`config.mk`:
```
export PLATFORM = sky130hd
export DESIGN_NAME = pps_sync_top
export DESIGN_NICKNAME = d
export VERILOG_FILES = /design/src/common/sync_pkg.sv /design/src/source/lock_ctrl.sv /design/src/source/phase_detector.sv /design/src/source/pps_sync_top.sv /design/src/source/pps_validator.sv /design/src/source/sync_nco.sv
export VERILOG_INCLUDE_DIRS = /design/src /design/src/common
export SDC_FILE = /design/constraint.sdc
export NUM_CORES = 1
export LEC_CHECK = 0
export ABC_AREA = 0
export BUFFER_PORTS_ARGS = -buffer_cell sky130_fd_sc_hd__buf_2
export CAP_MARGIN = 20
export CELL_PAD_IN_SITES_DETAIL_PLACEMENT = 1
export CELL_PAD_IN_SITES_GLOBAL_PLACEMENT = 1
export CORE_MARGIN = 5
export CORE_UTILIZATION = 41
export DETAILED_ROUTE_END_ITERATION = 12
export MAX_ROUTING_LAYER = met4
export PLACE_DENSITY_LB_ADDON = 0.1
export SKIP_CTS_REPAIR_TIMING = 1
export SLEW_MARGIN = 0
export SYNTH_ARGS = -nofsm -noshare
export SYNTH_HDL_FRONTEND = slang
export SYNTH_SLANG_ARGS = --single-unit
```
`constraint.sdc`:
```
create_clock -name clk -period 6.3 [get_ports clk]
set_input_delay 0 -clock clk [delete_from_list [all_inputs] [get_ports clk]]
set_output_delay 0 -clock clk [all_outputs]
set_load 0.03 [all_outputs]
```
`src/common/sync_defines.svh`:
```
/*
 Clock counts are in cycles of the single system clk.
 The values are simulation defaults. On the board PPS_PERIOD_CLKS would be 40000000.
 SYNC_PER_PPS must divide PPS_PERIOD_CLKS exactly.
 Step and lock limits must stay well below half a SYNC period.
*/
`ifndef SYNC_DEFINES_SVH
`define SYNC_DEFINES_SVH

// nominal clks between pps rising edges
`define PPS_PERIOD_CLKS 20000
// allowed +- deviation of one pps interval
`define PPS_TOL_CLKS 100

// sync periods per pps interval
`define SYNC_PER_PPS 20
// nominal sync period, 1000 clks with the defaults
`define SYNC_PERIOD_CLKS (`PPS_PERIOD_CLKS / `SYNC_PER_PPS)

// raw pps rise to pps_tick: 2 sync flops + edge flop
`define PPS_LATENCY 3

// largest phase step per pps while acquiring
`define CORR_STEP_MAX 64
// |error| that still counts as locked
`define LOCK_TOL_CLKS 2
// consecutive good pps before lock
`define LOCK_COUNT 3

`endif

```
`src/common/sync_pkg.sv`:
```
/*
 Types shared by the PPS sync blocks.
 The widths are fixed and sized for the board value of PPS_PERIOD_CLKS.
 phase_err_t holds both phase errors and phase steps.
*/
`default_nettype none

package sync_pkg;

  // pps interval counter, covers 40 MHz * 1 s plus tolerance
  typedef logic [31:0] pps_cnt_t;

  // sync phase count, 0 at the sync rise
  typedef logic [15:0] phase_t;

  // signed error or step, positive = sync late / advance sync
  typedef logic signed [16:0] phase_err_t;

  // loop state
  typedef enum logic [1:0]
  {
    IDLE    = 2'd0, // no valid pps, manual nudges allowed
    ACQUIRE = 2'd1, // bounded steps
    TRACK   = 2'd2  // small full corrections, locked
  } lock_state_t;

endpackage

`default_nettype wire

```
`src/source/lock_ctrl.sv`:
```
/*
 Phase loop control with IDLE, ACQUIRE and TRACK states.
 ACQUIRE clips each step to +-CORR_STEP_MAX, and TRACK applies small errors in full.
 Lock needs LOCK_COUNT consecutive errors within LOCK_TOL_CLKS.
 The faster and slower inputs act only in IDLE, each as a one-clk nudge.
*/
`timescale 1ns/10ps
`default_nettype none
`include "sync_defines.svh"

module lock_ctrl
(
  input  wire                       clk,
  input  wire                       rst_n,
  input  wire                       pps_valid,
  input  wire                       pps_lost,
  input  wire sync_pkg::phase_err_t phase_err,
  input  wire                       err_strobe,
  input  wire                       faster,     // manual nudges
  input  wire                       slower,
  output sync_pkg::phase_err_t      step,
  output logic                      trim_req,
  output logic                      locked,
  output sync_pkg::lock_state_t     state
);

  localparam sync_pkg::phase_err_t step_max  = sync_pkg::phase_err_t'(`CORR_STEP_MAX);
  localparam sync_pkg::phase_err_t lock_tol  = sync_pkg::phase_err_t'(`LOCK_TOL_CLKS);
  localparam logic [7:0]           good_last = 8'(`LOCK_COUNT - 1);

  logic                 err_small;
  sync_pkg::phase_err_t err_clip;
  logic [7:0]           good_cnt;  // consecutive small errors

  assign err_small = (phase_err <= lock_tol) && (phase_err >= -lock_tol);

  // bounded step for acquisition
  always_comb
  begin
    if (phase_err > step_max)
      err_clip = step_max;
    else if (phase_err < -step_max)
      err_clip = -step_max;
    else
      err_clip = phase_err;
  end

  always_ff @(posedge clk or negedge rst_n)
  begin
    if (!rst_n)
    begin
      state    <= sync_pkg::IDLE;
      locked   <= 1'b0;
      trim_req <= 1'b0;
      step     <= '0;
      good_cnt <= '0;
    end
    else
    begin
      trim_req <= 1'b0; // pulse

      if ((state != sync_pkg::IDLE) && (pps_lost || !pps_valid))
      begin
        // lost reference, sync free-runs at nominal
        state    <= sync_pkg::IDLE;
        locked   <= 1'b0;
        good_cnt <= '0;
      end
      else
      begin
        case (state)
          sync_pkg::IDLE:
          begin
            if (err_strobe && pps_valid)
            begin
              state    <= sync_pkg::ACQUIRE;
              step     <= err_clip;
              trim_req <= 1'b1;
              good_cnt <= err_small ? 8'd1 : 8'd0;
            end
            else if (faster)
            begin
              step     <= sync_pkg::phase_err_t'(1); // one clk earlier
              trim_req <= 1'b1;
            end
            else if (slower)
            begin
              step     <= sync_pkg::phase_err_t'(-1); // one clk later
              trim_req <= 1'b1;
            end
          end

          sync_pkg::ACQUIRE:
          begin
            if (err_strobe)
            begin
              step     <= err_clip;
              trim_req <= 1'b1;
              if (!err_small)
                good_cnt <= '0;
              else if (good_cnt >= good_last)
              begin
                state    <= sync_pkg::TRACK;
                locked   <= 1'b1;
                good_cnt <= '0;
              end
              else
                good_cnt <= good_cnt + 1'b1;
            end
          end

          sync_pkg::TRACK:
          begin
            if (err_strobe)
            begin
              trim_req <= 1'b1;
              if (err_small)
                step <= phase_err; // full correction, already small
              else
              begin
                state  <= sync_pkg::ACQUIRE;
                locked <= 1'b0;
                step   <= err_clip;
              end
            end
          end

          default:
            state <= sync_pkg::IDLE;
        endcase
      end
    end
  end

  a_lock_track : assert property (@(posedge clk) disable iff (!rst_n)
    locked |-> (state == sync_pkg::TRACK))
    else $error("locked outside TRACK");

endmodule

`default_nettype wire

```
`src/source/phase_detector.sv`:
```
/*
 Samples the SYNC phase at each pps_tick and removes the tick latency.
 An error of zero means that the SYNC rise lines up with the raw PPS rise.
 A positive error means that SYNC lags, and the range is -P/2 .. P/2-1.
 A period stretched by a trim is folded back modulo the nominal period.
*/
`timescale 1ns/10ps
`default_nettype none
`include "sync_defines.svh"

module phase_detector
(
  input  wire                   clk,
  input  wire                   rst_n,
  input  wire                   pps_tick,
  input  wire sync_pkg::phase_t phase,
  output sync_pkg::phase_err_t  phase_err,  // held until next sample
  output logic                  err_strobe  // 1 clk after pps_tick
);

  localparam sync_pkg::phase_err_t sync_period = sync_pkg::phase_err_t'(`SYNC_PERIOD_CLKS);
  localparam sync_pkg::phase_err_t half_period =
    sync_pkg::phase_err_t'(`SYNC_PERIOD_CLKS / 2);
  localparam sync_pkg::phase_err_t pps_latency = sync_pkg::phase_err_t'(`PPS_LATENCY);

  sync_pkg::phase_err_t ph_at_pps; // sync phase at the raw pps rise
  sync_pkg::phase_err_t lag;       // clks until the next sync rise, folded

  always_comb
  begin
    ph_at_pps = sync_pkg::phase_err_t'(phase) - pps_latency;
    if (ph_at_pps < 0)
      ph_at_pps = ph_at_pps + sync_period;
    else if (ph_at_pps >= sync_period)
      ph_at_pps = ph_at_pps - sync_period; // stretched period
    // sync rose ph_at_pps clks early, i.e. lags by P - ph_at_pps
    lag = (ph_at_pps == 0) ? '0 : sync_period - ph_at_pps;
    if (lag >= half_period)
      lag = lag - sync_period; // nearer rise was before the pps
  end

  // sampled error, read only under err_strobe
  always_ff @(posedge clk)
  begin
    if (pps_tick)
      phase_err <= lag;
  end

  always_ff @(posedge clk or negedge rst_n)
  begin
    if (!rst_n)
      err_strobe <= 1'b0;
    else
      err_strobe <= pps_tick;
  end

endmodule

`default_nettype wire

```
`src/source/pps_sync_top.sv`:
```
/*
 PPS-disciplined SYNC generator for an accelerometer with an external SYNC input.
 Everything runs on clk. pps may be asynchronous to it.
 faster and slower must be one-clk pulses synchronous to clk.
 The loop only steps the phase, so the SYNC rate stays nominal.
*/
`timescale 1ns/10ps
`default_nettype none

module pps_sync_top
(
  input  wire              clk,
  input  wire              rst_n,
  input  wire              pps,        // rising edge sensitive
  input  wire              faster,     // one-clk phase nudge in IDLE
  input  wire              slower,
  output logic             sync,       // to accelerometer SYNC
  output logic             sync_wrap,
  output sync_pkg::phase_t phase,      // phase monitor
  output logic             pps_valid,
  output logic             locked
);

  logic                 pps_tick;
  logic                 pps_lost;
  sync_pkg::phase_err_t phase_err;
  logic                 err_strobe;
  sync_pkg::phase_err_t step;
  logic                 trim_req;

  pps_validator pps_validator_i
  (
    .clk       (clk),
    .rst_n     (rst_n),
    .pps       (pps),
    .pps_tick  (pps_tick),
    .pps_valid (pps_valid),
    .pps_lost  (pps_lost)
  );

  sync_nco sync_nco_i
  (
    .clk       (clk),
    .rst_n     (rst_n),
    .step      (step),
    .trim_req  (trim_req),
    .phase     (phase),
    .sync      (sync),
    .sync_wrap (sync_wrap)
  );

  phase_detector phase_detector_i
  (
    .clk        (clk),
    .rst_n      (rst_n),
    .pps_tick   (pps_tick),
    .phase      (phase),
    .phase_err  (phase_err),
    .err_strobe (err_strobe)
  );

  lock_ctrl lock_ctrl_i
  (
    .clk        (clk),
    .rst_n      (rst_n),
    .pps_valid  (pps_valid),
    .pps_lost   (pps_lost),
    .phase_err  (phase_err),
    .err_strobe (err_strobe),
    .faster     (faster),
    .slower     (slower),
    .step       (step),
    .trim_req   (trim_req),
    .locked     (locked),
    .state      ()            // loop state for debug probing
  );

endmodule

`default_nettype wire

```
`src/source/pps_validator.sv`:
```
/*
 The pps input is asynchronous and only its rising edge is used.
 pps_tick lags the raw rise by exactly PPS_LATENCY clocks.
 pps_valid needs one full in-tolerance interval after the first edge.
 pps_lost fires once per outage, and then a new edge must re-arm.
*/
`timescale 1ns/10ps
`default_nettype none
`include "sync_defines.svh"

module pps_validator
(
  input  wire  clk,
  input  wire  rst_n,
  input  wire  pps,        // raw and async
  output logic pps_tick,   // 1 clk per rising edge
  output logic pps_valid,
  output logic pps_lost    // 1 clk when the interval overran
);

  localparam sync_pkg::pps_cnt_t cnt_lo =
    sync_pkg::pps_cnt_t'(`PPS_PERIOD_CLKS - `PPS_TOL_CLKS);
  localparam sync_pkg::pps_cnt_t cnt_hi =
    sync_pkg::pps_cnt_t'(`PPS_PERIOD_CLKS + `PPS_TOL_CLKS);

  logic [1:0]          pps_sync_q;   // [0] may go metastable
  logic                pps_prev;     // delayed synced pps for edge detect
  sync_pkg::pps_cnt_t  interval_cnt; // clks since last tick
  logic                armed;        // an edge has been seen
  logic                in_tol;

  // count equals the interval length on the tick cycle
  assign in_tol = (interval_cnt >= cnt_lo) && (interval_cnt <= cnt_hi);

  // synchronizer and edge flop
  always_ff @(posedge clk or negedge rst_n)
  begin
    if (!rst_n)
    begin
      pps_sync_q <= 2'b00;
      pps_prev   <= 1'b0;
      pps_tick   <= 1'b0;
    end
    else
    begin
      pps_sync_q <= {pps_sync_q[0], pps};
      pps_prev   <= pps_sync_q[1];
      pps_tick   <= pps_sync_q[1] & ~pps_prev; // rising edge only
    end
  end

  // interval check
  always_ff @(posedge clk or negedge rst_n)
  begin
    if (!rst_n)
    begin
      interval_cnt <= '0;
      armed        <= 1'b0;
      pps_valid    <= 1'b0;
      pps_lost     <= 1'b0;
    end
    else if (pps_tick)
    begin
      interval_cnt <= sync_pkg::pps_cnt_t'(1); // tick cycle counts as 1
      armed        <= 1'b1;
      pps_valid    <= armed & in_tol; // first edge only arms
      pps_lost     <= 1'b0;
    end
    else
    begin
      if (interval_cnt <= cnt_hi)
        interval_cnt <= interval_cnt + 1'b1; // parks at cnt_hi + 1
      pps_lost <= armed && (interval_cnt == cnt_hi); // once per outage
      if (pps_lost)
      begin
        armed     <= 1'b0;
        pps_valid <= 1'b0;
      end
    end
  end

  // tick lags the raw rise by the latency that phase_detector takes off
  a_tick_latency : assert property (@(posedge clk) disable iff (!rst_n)
    pps_tick |-> $past(pps, `PPS_LATENCY) && !$past(pps, `PPS_LATENCY + 1))
    else $error("pps_tick not %0d clks after a pps rise", `PPS_LATENCY);

endmodule

`default_nettype wire

```
`src/source/sync_nco.sv`:
```
/*
 Counter oscillator for the SYNC output. Only the phase can be corrected, not the rate.
 A trim takes effect at the next wrap and lasts for one period.
 A new trim that arrives before that wrap replaces the pending one.
 sync is high for the first half of the nominal period and rises with phase 0.
*/
`timescale 1ns/10ps
`default_nettype none
`include "sync_defines.svh"

module sync_nco
(
  input  wire                  clk,
  input  wire                  rst_n,
  input  wire sync_pkg::phase_err_t step,     // + shortens one period
  input  wire                  trim_req,
  output sync_pkg::phase_t     phase,
  output logic                 sync,
  output logic                 sync_wrap       // 1 clk at phase 0
);

  localparam sync_pkg::phase_t period_nom = sync_pkg::phase_t'(`SYNC_PERIOD_CLKS);
  localparam sync_pkg::phase_t half_nom   = sync_pkg::phase_t'(`SYNC_PERIOD_CLKS / 2);
  localparam sync_pkg::phase_t len_min    =
    sync_pkg::phase_t'(`SYNC_PERIOD_CLKS - `CORR_STEP_MAX);
  localparam sync_pkg::phase_t len_max    =
    sync_pkg::phase_t'(`SYNC_PERIOD_CLKS + `CORR_STEP_MAX);

  sync_pkg::phase_t     period_len;  // length of the running period
  sync_pkg::phase_err_t pend_step;   // latched trim
  logic                 pend_vld;
  sync_pkg::phase_err_t trimmed_len;
  logic                 wrap;

  assign wrap        = (phase == period_len - 1'b1);
  assign trimmed_len = sync_pkg::phase_err_t'(`SYNC_PERIOD_CLKS) - pend_step;

  // pending trim value
  always_ff @(posedge clk)
  begin
    if (trim_req)
      pend_step <= step;
  end

  always_ff @(posedge clk or negedge rst_n)
  begin
    if (!rst_n)
    begin
      phase      <= '0;
      period_len <= period_nom;
      pend_vld   <= 1'b0;
      sync       <= 1'b0; // stays low until the first wrap
      sync_wrap  <= 1'b0;
    end
    else
    begin
      sync_wrap <= wrap;
      if (wrap)
      begin
        phase      <= '0;
        sync       <= 1'b1;
        // one trimmed period then back to nominal
        period_len <= pend_vld ? sync_pkg::phase_t'(trimmed_len) : period_nom;
      end
      else
      begin
        phase <= phase + 1'b1;
        if (phase + 1'b1 == half_nom)
          sync <= 1'b0; // half of nominal even in trimmed periods
      end

      // a trim on the wrap cycle waits for the next wrap
      if (trim_req)
        pend_vld <= 1'b1;
      else if (wrap)
        pend_vld <= 1'b0;
    end
  end

  // bounded by the step clipping in lock_ctrl
  a_len_bound : assert property (@(posedge clk) disable iff (!rst_n)
    (period_len >= len_min) && (period_len <= len_max))
    else $error("sync period length %0d out of bounds", period_len);

endmodule

`default_nettype wire
```
==> out/results.ini, run 1 <==
[synth]
syn-instance-count = 942
synth_ff_type = dfrtp_1
avgSynthCellArea_um2 = 9.14
synth_enable_flop_cells = 33
yosys_warnings = 0
seq_area_frac_synth = 0.415
syn-cell-area_mm2 = 0.00861
async_flop_share = 0.757
ys_ff_latch = 136
synth_nets = 963
yosys.area.top_type_share = 0.282
synthDistinctLibCells = 81
synth_top_cell_by_area = dfrtp_1
ys_top_cells_by_area = dfrtp_1 (28%), edfxtp_1 (12%), xnor2_1 (5.3%), nor2_1 (4.5%), xor2_1 (3.6%)

[placement]
placed_area_mm2 = 0.00912
place_hpwl_um = 17100
io_buffers = 24
gp_congestion = 0.864

[grt]
grt_pass1_wl_um = 39100
use_met2 = 0.337
use_met1 = 0.269
grt_usage = 0.206
grt_pass1_vias = 7399
use_met3 = 0.0259
grt_overflow = 0
top_usage_layer = met2
antenna_found_initial = 0
grt_max_degree = 64

[floorplanning]
floorplan.rows = 53
io_pins = 25
start_util = 0.414
die_area_mm2 = 0.0240
dieWidth_um = 155
core_mm2 = 0.0208
fp.dieH_um = 155

[setup_path]
critPathMaxFanout = 11
crit_type = flip-flop to flip-flop
r2r_setup_slack_ps = 410
cp.required_ps = 6460
startpoint_type = flip-flop
arrival_ps = 6050
r2r_cells = 21
end_kind = flip-flop
rr_startpoint = sync_nco_i.phase[1]
timing.rr.end = phase_detector_i.phase_err[4]

[timing]
tns_ps = 0
layout_min_cycle_time_ps = 5890
max_freq_mhz = 170
finalSetupViolations = 0
worstMarginPinSlew_ps = 995
worst_hold_slack_ps = 124
fin_worst_skew_ps = 14.8
maxSlewViolCount = 0
relSlewSlack = 0.337
post-route-period-util = 0.935
hold_viol_final = 0

[clock_network]
clkLatencyLatePin_ps = 430
htreeDepth = 4
clk_path_buf_depth = 2
cts_tree = built
clkTransAtPathRegs_ps = 70
cts_buffers = 17
cts_root_buf = clkbuf_16
clock_sinks = 136

[layout]
diodes = 0
final_cell_mix = nor2_1 (104), dfrtp_1 (96), nand2_1 (54)
postLayoutCoreUtil = 0.471
drive_above_1_share = 0.146
nets = 998
final_common_cell = nor2_1
syn_to_final_growth_pct = 13.9
fillers = 2427
fin_area_mm2 = 0.00981

[pwr]
peakVddDrop_mv = 0.162
powerDensity_mw_per_mm2 = 211
p_total_w = 0.00207
p_leak_nw = 3.99

[status]
outcome = complete, no violations

[routing]
drc = 0
routed_wl_um = 23400
route.vias.total = 7221
drt_iter0_drc = 391
viasPerCell = 5.71
wl_per_cell_um = 18.5
first_pass_iters = 4
ant_nets = 0

[job]
drv_cap = 0

[worst_hold_path]
hold_class = primary input to asynchronous set/reset pin

Yosys cell counts (11+ instances only):
library cell	number
ha_1	16
nor2b_1	23
clkbuf_1	28
xor2_1	35
nor4_1	18
nand3_1	45
nand2_1	54
nor3_1	28
inv_1	33
xnor2_1	52
nor2_1	104
a21oi_1	52
nand4_1	17
and2_1	11
o21ai_0	45
edfxtp_1	33
o21a_1	14
a31oi_1	14
nand2b_1	17
dfrtp_1	97
logic make-up (layout without fill, tap and decap cells):
family                   count (synthesis)  in the layout  synth area share
XOR/XNOR                                88             88            0.0904
multiplexers                            15             15            0.0189
flip-flops                             136            136             0.415
AO/OA/AOI/OAI                          213            213             0.164
adder cells (fa/ha/maj)                 16             16            0.0232
AND/OR/NAND/NOR                        395            395             0.248
buffers and inverters                   79            127            0.0400
critical path, stage by stage, from the launching register on:
cell and delay, ps:
dfrtp_1 500, a21o_1 290, xnor2_1 480, inv_1 200, ha_1 260, nor2b_1 130, a32o_1 240, or2_4 300
a211oi_1 230, o2bb2ai_1 150, xnor2_1 380, nand3_4 180, o21bai_2 240, inv_1 100, ha_1 180, a21o_1 140
or3b_2 490, o211ai_1 160, a31oi_2 200, o31ai_4 260, buf_4 200, mux2_2 340
worst max-delay path by stage:
stage                   startpoint                       endpoint  slack, ps  cells after the start
2_1_floorplan  sync_nco_i.phase[0]  phase_detector_i.phase_err[4]        300                     24
3_3_place_gp   sync_nco_i.phase[1]  phase_detector_i.phase_err[4]        290                     22
3_5_place_dp   sync_nco_i.phase[1]  phase_detector_i.phase_err[4]         90                     20
4_1_cts        sync_nco_i.phase[1]  phase_detector_i.phase_err[4]        -50                     22
5_1_grt        sync_nco_i.phase[1]  phase_detector_i.phase_err[4]         -3                     21
6_report       sync_nco_i.phase[1]  phase_detector_i.phase_err[4]        410                     21
per-stage QoR:
step | setup WS (ps) | cells
2_1_floorplan | 300 | 942
3_3_place_gp | 293 | 1228
3_5_place_dp | 86.6 | 1228
4_1_cts | -52.6 | 1260
5_1_grt | -2.56 | 1265
6_report | 410 | 1265
metal layers:
layer	part of all wire	wire length [µm]	vias to the layer above
li1	-	-	3491
met1	0.47	10900	3611
met2	0.49	11500	92
met3	0.023	545	27
met4	0.016	380	0
met5	0	0	-
flip-flops by register name (all words and copies together) (netlist names):
signal	count
pps_validator_i.pps_lost	1
sync_nco_i.pend_vld	1
pps_validator_i.pps_prev	1
lock_ctrl_i.trim_req	1
pps_validator_i.pps_sync_q	2
sync_nco_i.sync_wrap	1
pps_validator_i.pps_valid	1
pps_validator_i.interval_cnt	32
sync_nco_i.sync	1
sync_nco_i.phase	16
lock_ctrl_i.locked	1
phase_detector_i.err_strobe	1
pps_validator_i.armed	1
sync_nco_i.period_len	16
phase_detector_i.phase_err	17
lock_ctrl_i.good_cnt	8
lock_ctrl_i.step	16
pps_validator_i.pps_tick	1
sync_nco_i.pend_step	16
lock_ctrl_i.state	2
cell type report:
class	count	area, µm²	area share
inverter	33	124	0.0126
timing repair buffer	62	413	0.0421
multi-input combinational	727	4730	0.482
tap	275	344	0.0351
clock inverter	13	143	0.0145
clock buffer	19	475	0.0485
sequential	136	3580	0.365
power breakdown:
part | switching, W | leakage [nW] | total [W] | internal [W]
registers | 0.0000353 | 1.63 | 0.000972 | 0.000936
clock network | 0.000443 | 0.299 | 0.00102 | 0.000575
logic | 0.0000462 | 2.06 | 0.0000806 | 0.0000344
Note: power is estimated with default switching activity, not from simulation.
==> run 2, diff against run 1 <==
Clock period 6.3 ns to 6.8 ns, I/O delays scaled along.
==> run 2 against run 1 <==
  * First-iteration DRC count is 14% lower
  * Critical path type unchanged
  * Flip-flop and latch count stayed put
  * Sequential share of layout area is 0.51 points higher
  * Register-to-register slack better by 110 ps
  * Clock skew is 2.2 ps lower
  * Largest power group unchanged
==> out/results.ini, run 2 (synthesis results as in run 1) <==
[setup_path]
rr_startpoint = sync_nco_i.phase[0]
end_kind = flip-flop
path_buf_inv = 3  ; unchanged
worstPathCellList = ha_1 > or2_2 > nor2_1 > xnor2_1 > inv_1 > ha_1 > nor2b_1 > a32o_1 > or2_1 > a2111oi_1 > a211oi_1 > nor4_4 > nand3_4 > o21bai_1 > inv_1 > ha_1 > a21o_1 > or3b_2 > o211ai_1 > a31oi_1 > o31ai_4 > buf_12 > mux2_2
crit_type = flip-flop to flip-flop
crit_path_frequent_cell = ha_1
cp.required_ps = 6970  ; +510 ps
arrival_ps = 6450  ; +400 ps
crit_slowest_cell = dfrtp_1
max_stage_delay_ps = 550  ; +50 ps
critPathMaxFanout = 14  ; +3
crit_family = compound AO/OA/AOI/OAI gates
startpoint_type = flip-flop
crit_start = sync_nco_i.phase[0]

[pwr]
peakVddDrop_mv = 0.199  ; +23%
powerDensity_mw_per_mm2 = 202  ; -4.2%
p_leak_nw = 3.89  ; -2.4%

[layout]
drive_above_1_share = 0.126  ; -0.0210
syn_to_final_growth_pct = 12.3
postLayoutCoreUtil = 0.465  ; -0.00649
diodes = 0  ; unchanged
largest_register = pps_validator_i.interval_cnt
largest_reg_flops = 32  ; unchanged
nets = 980  ; -1.8%
fillers = 2398  ; -1.2%
final_cell_mix = nor2_1 (104), dfrtp_1 (96), nand2_1 (54)
fin_cells = 1247  ; -1.4%
top_regs = pps_validator_i.interval_cnt (32), phase_detector_i.phase_err (17)
final_common_cell = nor2_1

[timing]
hold_viol_final = 0  ; unchanged
layout_min_cycle_time_ps = 6280  ; +387 ps
maxSlewViolCount = 0  ; unchanged
max_freq_mhz = 159  ; -6.2%
fin_worst_skew_ps = 12.7  ; -2.15 ps
worstMarginPinSlew_ps = 1010  ; +11.5 ps
relSlewSlack = 0.323  ; -0.0133
post-route-period-util = 0.923  ; -0.0119
finalSetupViolations = 0  ; unchanged

[grt]
grt_overflow = 0  ; unchanged
antenna_found_initial = 0  ; unchanged
use_met1 = 0.265  ; -0.00479
top_usage_layer = met2
grt_pass1_wl_um = 38200  ; -2.3%
use_met2 = 0.326  ; -0.0112
use_met3 = 0.0289  ; +0.00306
grt_usage = 0.201  ; -0.00517
grt_pass1_vias = 7214  ; -2.5%
grt_max_degree = 60  ; -6.3%

[routing]
first_pass_iters = 4  ; unchanged
wl_per_cell_um = 18.4  ; -0.11%
ant_nets = 0  ; unchanged
routed_wl_um = 23000  ; -1.5%
drt_iter0_drc = 336  ; -14%
route.vias.total = 7021  ; -2.8%
viasPerCell = 5.63  ; -1.4%
drc = 0  ; unchanged

[clock_network]
cts_tree = built
cts_buffers = 17  ; unchanged
clkLatencyLatePin_ps = 420  ; about the same
clkTransAtPathRegs_ps = 70  ; about the same
cts_root_buf = clkbuf_16
clock_sinks = 136  ; unchanged
clk_path_buf_depth = 2  ; unchanged
htreeDepth = 4  ; unchanged

[floorplanning]
core_mm2 = 0.0208  ; unchanged
die_area_mm2 = 0.0240  ; unchanged
floorplan.rows = 53  ; unchanged
start_util = 0.414  ; unchanged
dieWidth_um = 155  ; unchanged
fp.dieH_um = 155  ; unchanged
io_pins = 25  ; unchanged

[placement]
gp_congestion = 0.857  ; -0.86%
place_hpwl_um = 16600  ; -2.8%
io_buffers = 24  ; unchanged
dp_cells = 1212  ; -1.3%

[job]
drv_cap = 0  ; unchanged

[worst_hold_path]
hold_class = primary input to asynchronous set/reset pin

[status]
outcome = complete, no violations

## run 2: final timing paths
kind / end / slack, ps / cells after the start
min in group clk: lock_ctrl_i.trim_req / 150 / 4
worst min register to register: pps_validator_i.pps_sync_q[1] / 350 / 0
worst max-delay path: phase_detector_i.phase_err[4] / 520 / 23
worst min-delay path: sync_nco_i.phase[7] / 140 / 2
worst max register to register: phase_detector_i.phase_err[4] / 520 / 23
max in group asynchronous: pps_validator_i.pps_tick / 5430 / 3
## run 2: per-stage QoR
stage	total power [W]	setup slack (ps)	hold slack (ps)	area (µm²)	setup TNS (ps)
2_1_floorplan	0.000958	800	-296	8610	0
3_3_place_gp	0.000989	579	46.3	9000	0
3_5_place_dp	0.000991	384	51.6	9000	0
4_1_cts	0.00199	334	-409	9630	0
5_1_grt	0.00204	-26.2	173	9670	-26.2
6_report	0.00196	524	138	9670	0
## run 2: final cells by class
class	instances	area, µm²	area share
Multi-Input combinational cell	727	4710	0.487
Inverter	33	124	0.0128
Sequential cell	136	3580	0.370
Tap cell	275	344	0.0356
Timing Repair Buffer	44	290	0.0300
Clock buffer	17	425	0.0440
Clock inverter	15	200	0.0207
## run 2: layer usage
metal	vias to the layer above	part of all wire
met5	-	0
li1	3445	-
met4	0	0.014
met3	18	0.026
met1	3469	0.48
met2	89	0.48
## run 2: power by group
| part | switching [W] | leakage [nW] | internal, W |
|---|---|---|---|
| combinational | 0.0000425 | 1.96 | 0.0000320 |
| sequential | 0.0000319 | 1.63 | 0.000867 |
| clock | 0.000418 | 0.305 | 0.000565 |
==> run 3, diff against run 2 <==
Settings changed: CAP_MARGIN 20 to 30, CORE_UTILIZATION 41 to 53.
==> run 3 against run 2 <==
  * Final area shrank 1.5%
  * Utilization grew 14 points
  * Global-route usage grew 7.0 points
  * Routed wire length grew 6.7%
  * Sequential share of layout area grew 0.55 points
  * Largest power group is now sequential cells
  * Via count grew 5.0%
  * Cell count shrank 4.9%
  * Critical path type unchanged
  * Sequential power is essentially flat
  * Register-to-register slack lost 170 ps
  * Combinational power grew 14%
==> out/results.ini, run 3 (synthesis results as in run 1) <==
[floorplanning]
io_pins = 25  ; unchanged
core_mm2 = 0.0159  ; -24%
die_area_mm2 = 0.0189  ; -21%
dieWidth_um = 137  ; -11%
start_util = 0.542  ; +0.129
fp.dieH_um = 137  ; -11%
floorplan.rows = 46  ; -13%

[timing]
max_freq_mhz = 155  ; -2.6%
relSlewSlack = 0.428  ; +0.104
fin_ws_ps = 353  ; -171 ps
maxSlewViolCount = 0  ; unchanged
layout_min_cycle_time_ps = 6450  ; +171 ps
worst_hold_slack_ps = 52.3  ; -85.8 ps
hold_viol_final = 0  ; unchanged
fin_worst_skew_ps = 10.0  ; -2.63 ps
tns_ps = 0  ; unchanged
finalSetupViolations = 0  ; unchanged
worstMarginPinSlew_ps = 859  ; -148 ps
rsz0062_at_grt = no
post-route-period-util = 0.948  ; +0.0251

[setup_path]
crit_type = flip-flop to flip-flop
end_kind = flip-flop
cp.required_ps = 6980  ; about the same
arrival_ps = 6630  ; +180 ps
crit_family = compound AO/OA/AOI/OAI gates
rr_startpoint = sync_nco_i.phase[0]
startpoint_type = flip-flop
worstPathCellList = ha_1 > or2_2 > nor2_1 > xnor2_1 > inv_1 > ha_1 > nor2b_1 > a32o_1 > or2_1 > a211oi_1 > o21ai_0 > nor3_2 > nand4_1 > o21bai_2 > inv_1 > ha_1 > a21o_1 > or3b_2 > o211ai_1 > a31oi_1 > o31ai_4 > mux2_2
path_buf_inv = 2  ; -1
crit_slowest_cell = dfrtp_1
critPathMaxFanout = 14  ; unchanged
crit_path_frequent_cell = ha_1
max_stage_delay_ps = 530  ; -20 ps
crit_start = sync_nco_i.phase[0]

[routing]
drt_iter0_drc = 440  ; +31%
drc = 0  ; unchanged
wl_per_cell_um = 20.7  ; +12%
first_pass_iters = 5  ; +1
ant_nets = 0  ; unchanged
viasPerCell = 6.22  ; +10%
route.vias.total = 7375  ; +5.0%
routed_wl_um = 24600  ; +6.7%

[grt]
grt_usage = 0.270  ; +0.0697
grt_max_degree = 78  ; +30%
grt_overflow = 0  ; unchanged
grt_pass1_vias = 7703  ; +6.8%
grt_pass1_wl_um = 39200  ; +2.6%
antenna_found_initial = 0  ; unchanged

[clock_network]
cts_root_buf = clkbuf_16
cts_tree = built
clkLatencyLatePin_ps = 430  ; about the same
cts_buffers = 17  ; unchanged
clock_sinks = 136  ; unchanged
clkTransAtPathRegs_ps = 60  ; about the same
htreeDepth = 4  ; unchanged
clk_path_buf_depth = 2  ; unchanged

[layout]
final_cell_mix = nor2_1 (104), dfrtp_1 (97), nand2_1 (54)
syn_to_final_growth_pct = 10.6
final_common_cell = nor2_1
drive_above_1_share = 0.122  ; -0.00386
largest_register = pps_validator_i.interval_cnt
diodes = 0  ; unchanged
nets = 978  ; -0.20%
postLayoutCoreUtil = 0.600  ; +0.135
top_regs = pps_validator_i.interval_cnt (32), phase_detector_i.phase_err (17)
largest_reg_flops = 32  ; unchanged

[job]
drv_cap = 0  ; unchanged

[placement]
place_hpwl_um = 17300  ; +3.6%
place_ws_ps = 195  ; -189 ps
gp_congestion = 1.00  ; +17%
io_buffers = 24  ; unchanged

[pwr]
peakVddDrop_mv = 0.205  ; +3.1%
p_leak_nw = 3.84  ; -1.2%
powerDensity_mw_per_mm2 = 195  ; -3.5%

[worst_hold_path]
hold_class = primary input to asynchronous set/reset pin

[status]
outcome = complete, no violations

## run 3: metrics by stage
stage	std cells	total power, W	cell area (µm²)
final	1186	0.00186	9530
after floorplan	942	0.000958	8610
after global routing	1186	0.00192	9530
after detailed placement	1146	0.000995	8870
after CTS	1178	0.00187	9420
after global placement	1145	0.000985	8860
## run 3: final cells by class
type	count	area, µm²
Fill cell	1836	6360
Timing Repair Buffer	42	279
Clock buffer	18	429
Tap cell	216	270
Inverter	33	124
Clock inverter	14	125
Multi-Input combinational cell	727	4730
Sequential cell	136	3580
## run 3: report_power, final
| group | leakage, nW | internal [W] | switching [W] | total [W] |
|---|---|---|---|---|
| Sequential | 1.63 | 0.000868 | 0.0000296 | 0.000898 |
| Combinational | 1.95 | 0.0000348 | 0.0000505 | 0.0000853 |
| Clock | 0.259 | 0.000504 | 0.000374 | 0.000878 |
## run 3: worst paths after layout
| kind | depth (start not counted) | slack [ps] | end |
|---|---|---|---|
| hold reg to reg | 0 | 370 | pps_validator_i.pps_sync_q[1] |
| max in group asynchronous | 4 | 5840 | sync_nco_i.period_len[9] |
| setup reg to reg | 22 | 350 | phase_detector_i.phase_err[4] |
| min in group clk | 4 | 100 | lock_ctrl_i.trim_req |
| setup / recovery | 22 | 350 | phase_detector_i.phase_err[4] |
| hold / removal | 2 | 50 | sync_nco_i.phase[9] |
## run 3: per-layer routing
layer / track usage / up-vias / routed length [µm]
li1: - / 3428 / -
met1: 0.323 / 3702 / 10300
met2: 0.451 / 189 / 12400
met3: 0.0511 / 56 / 1070
met4: 0.110 / 0 / 795
met5: - / - / 0
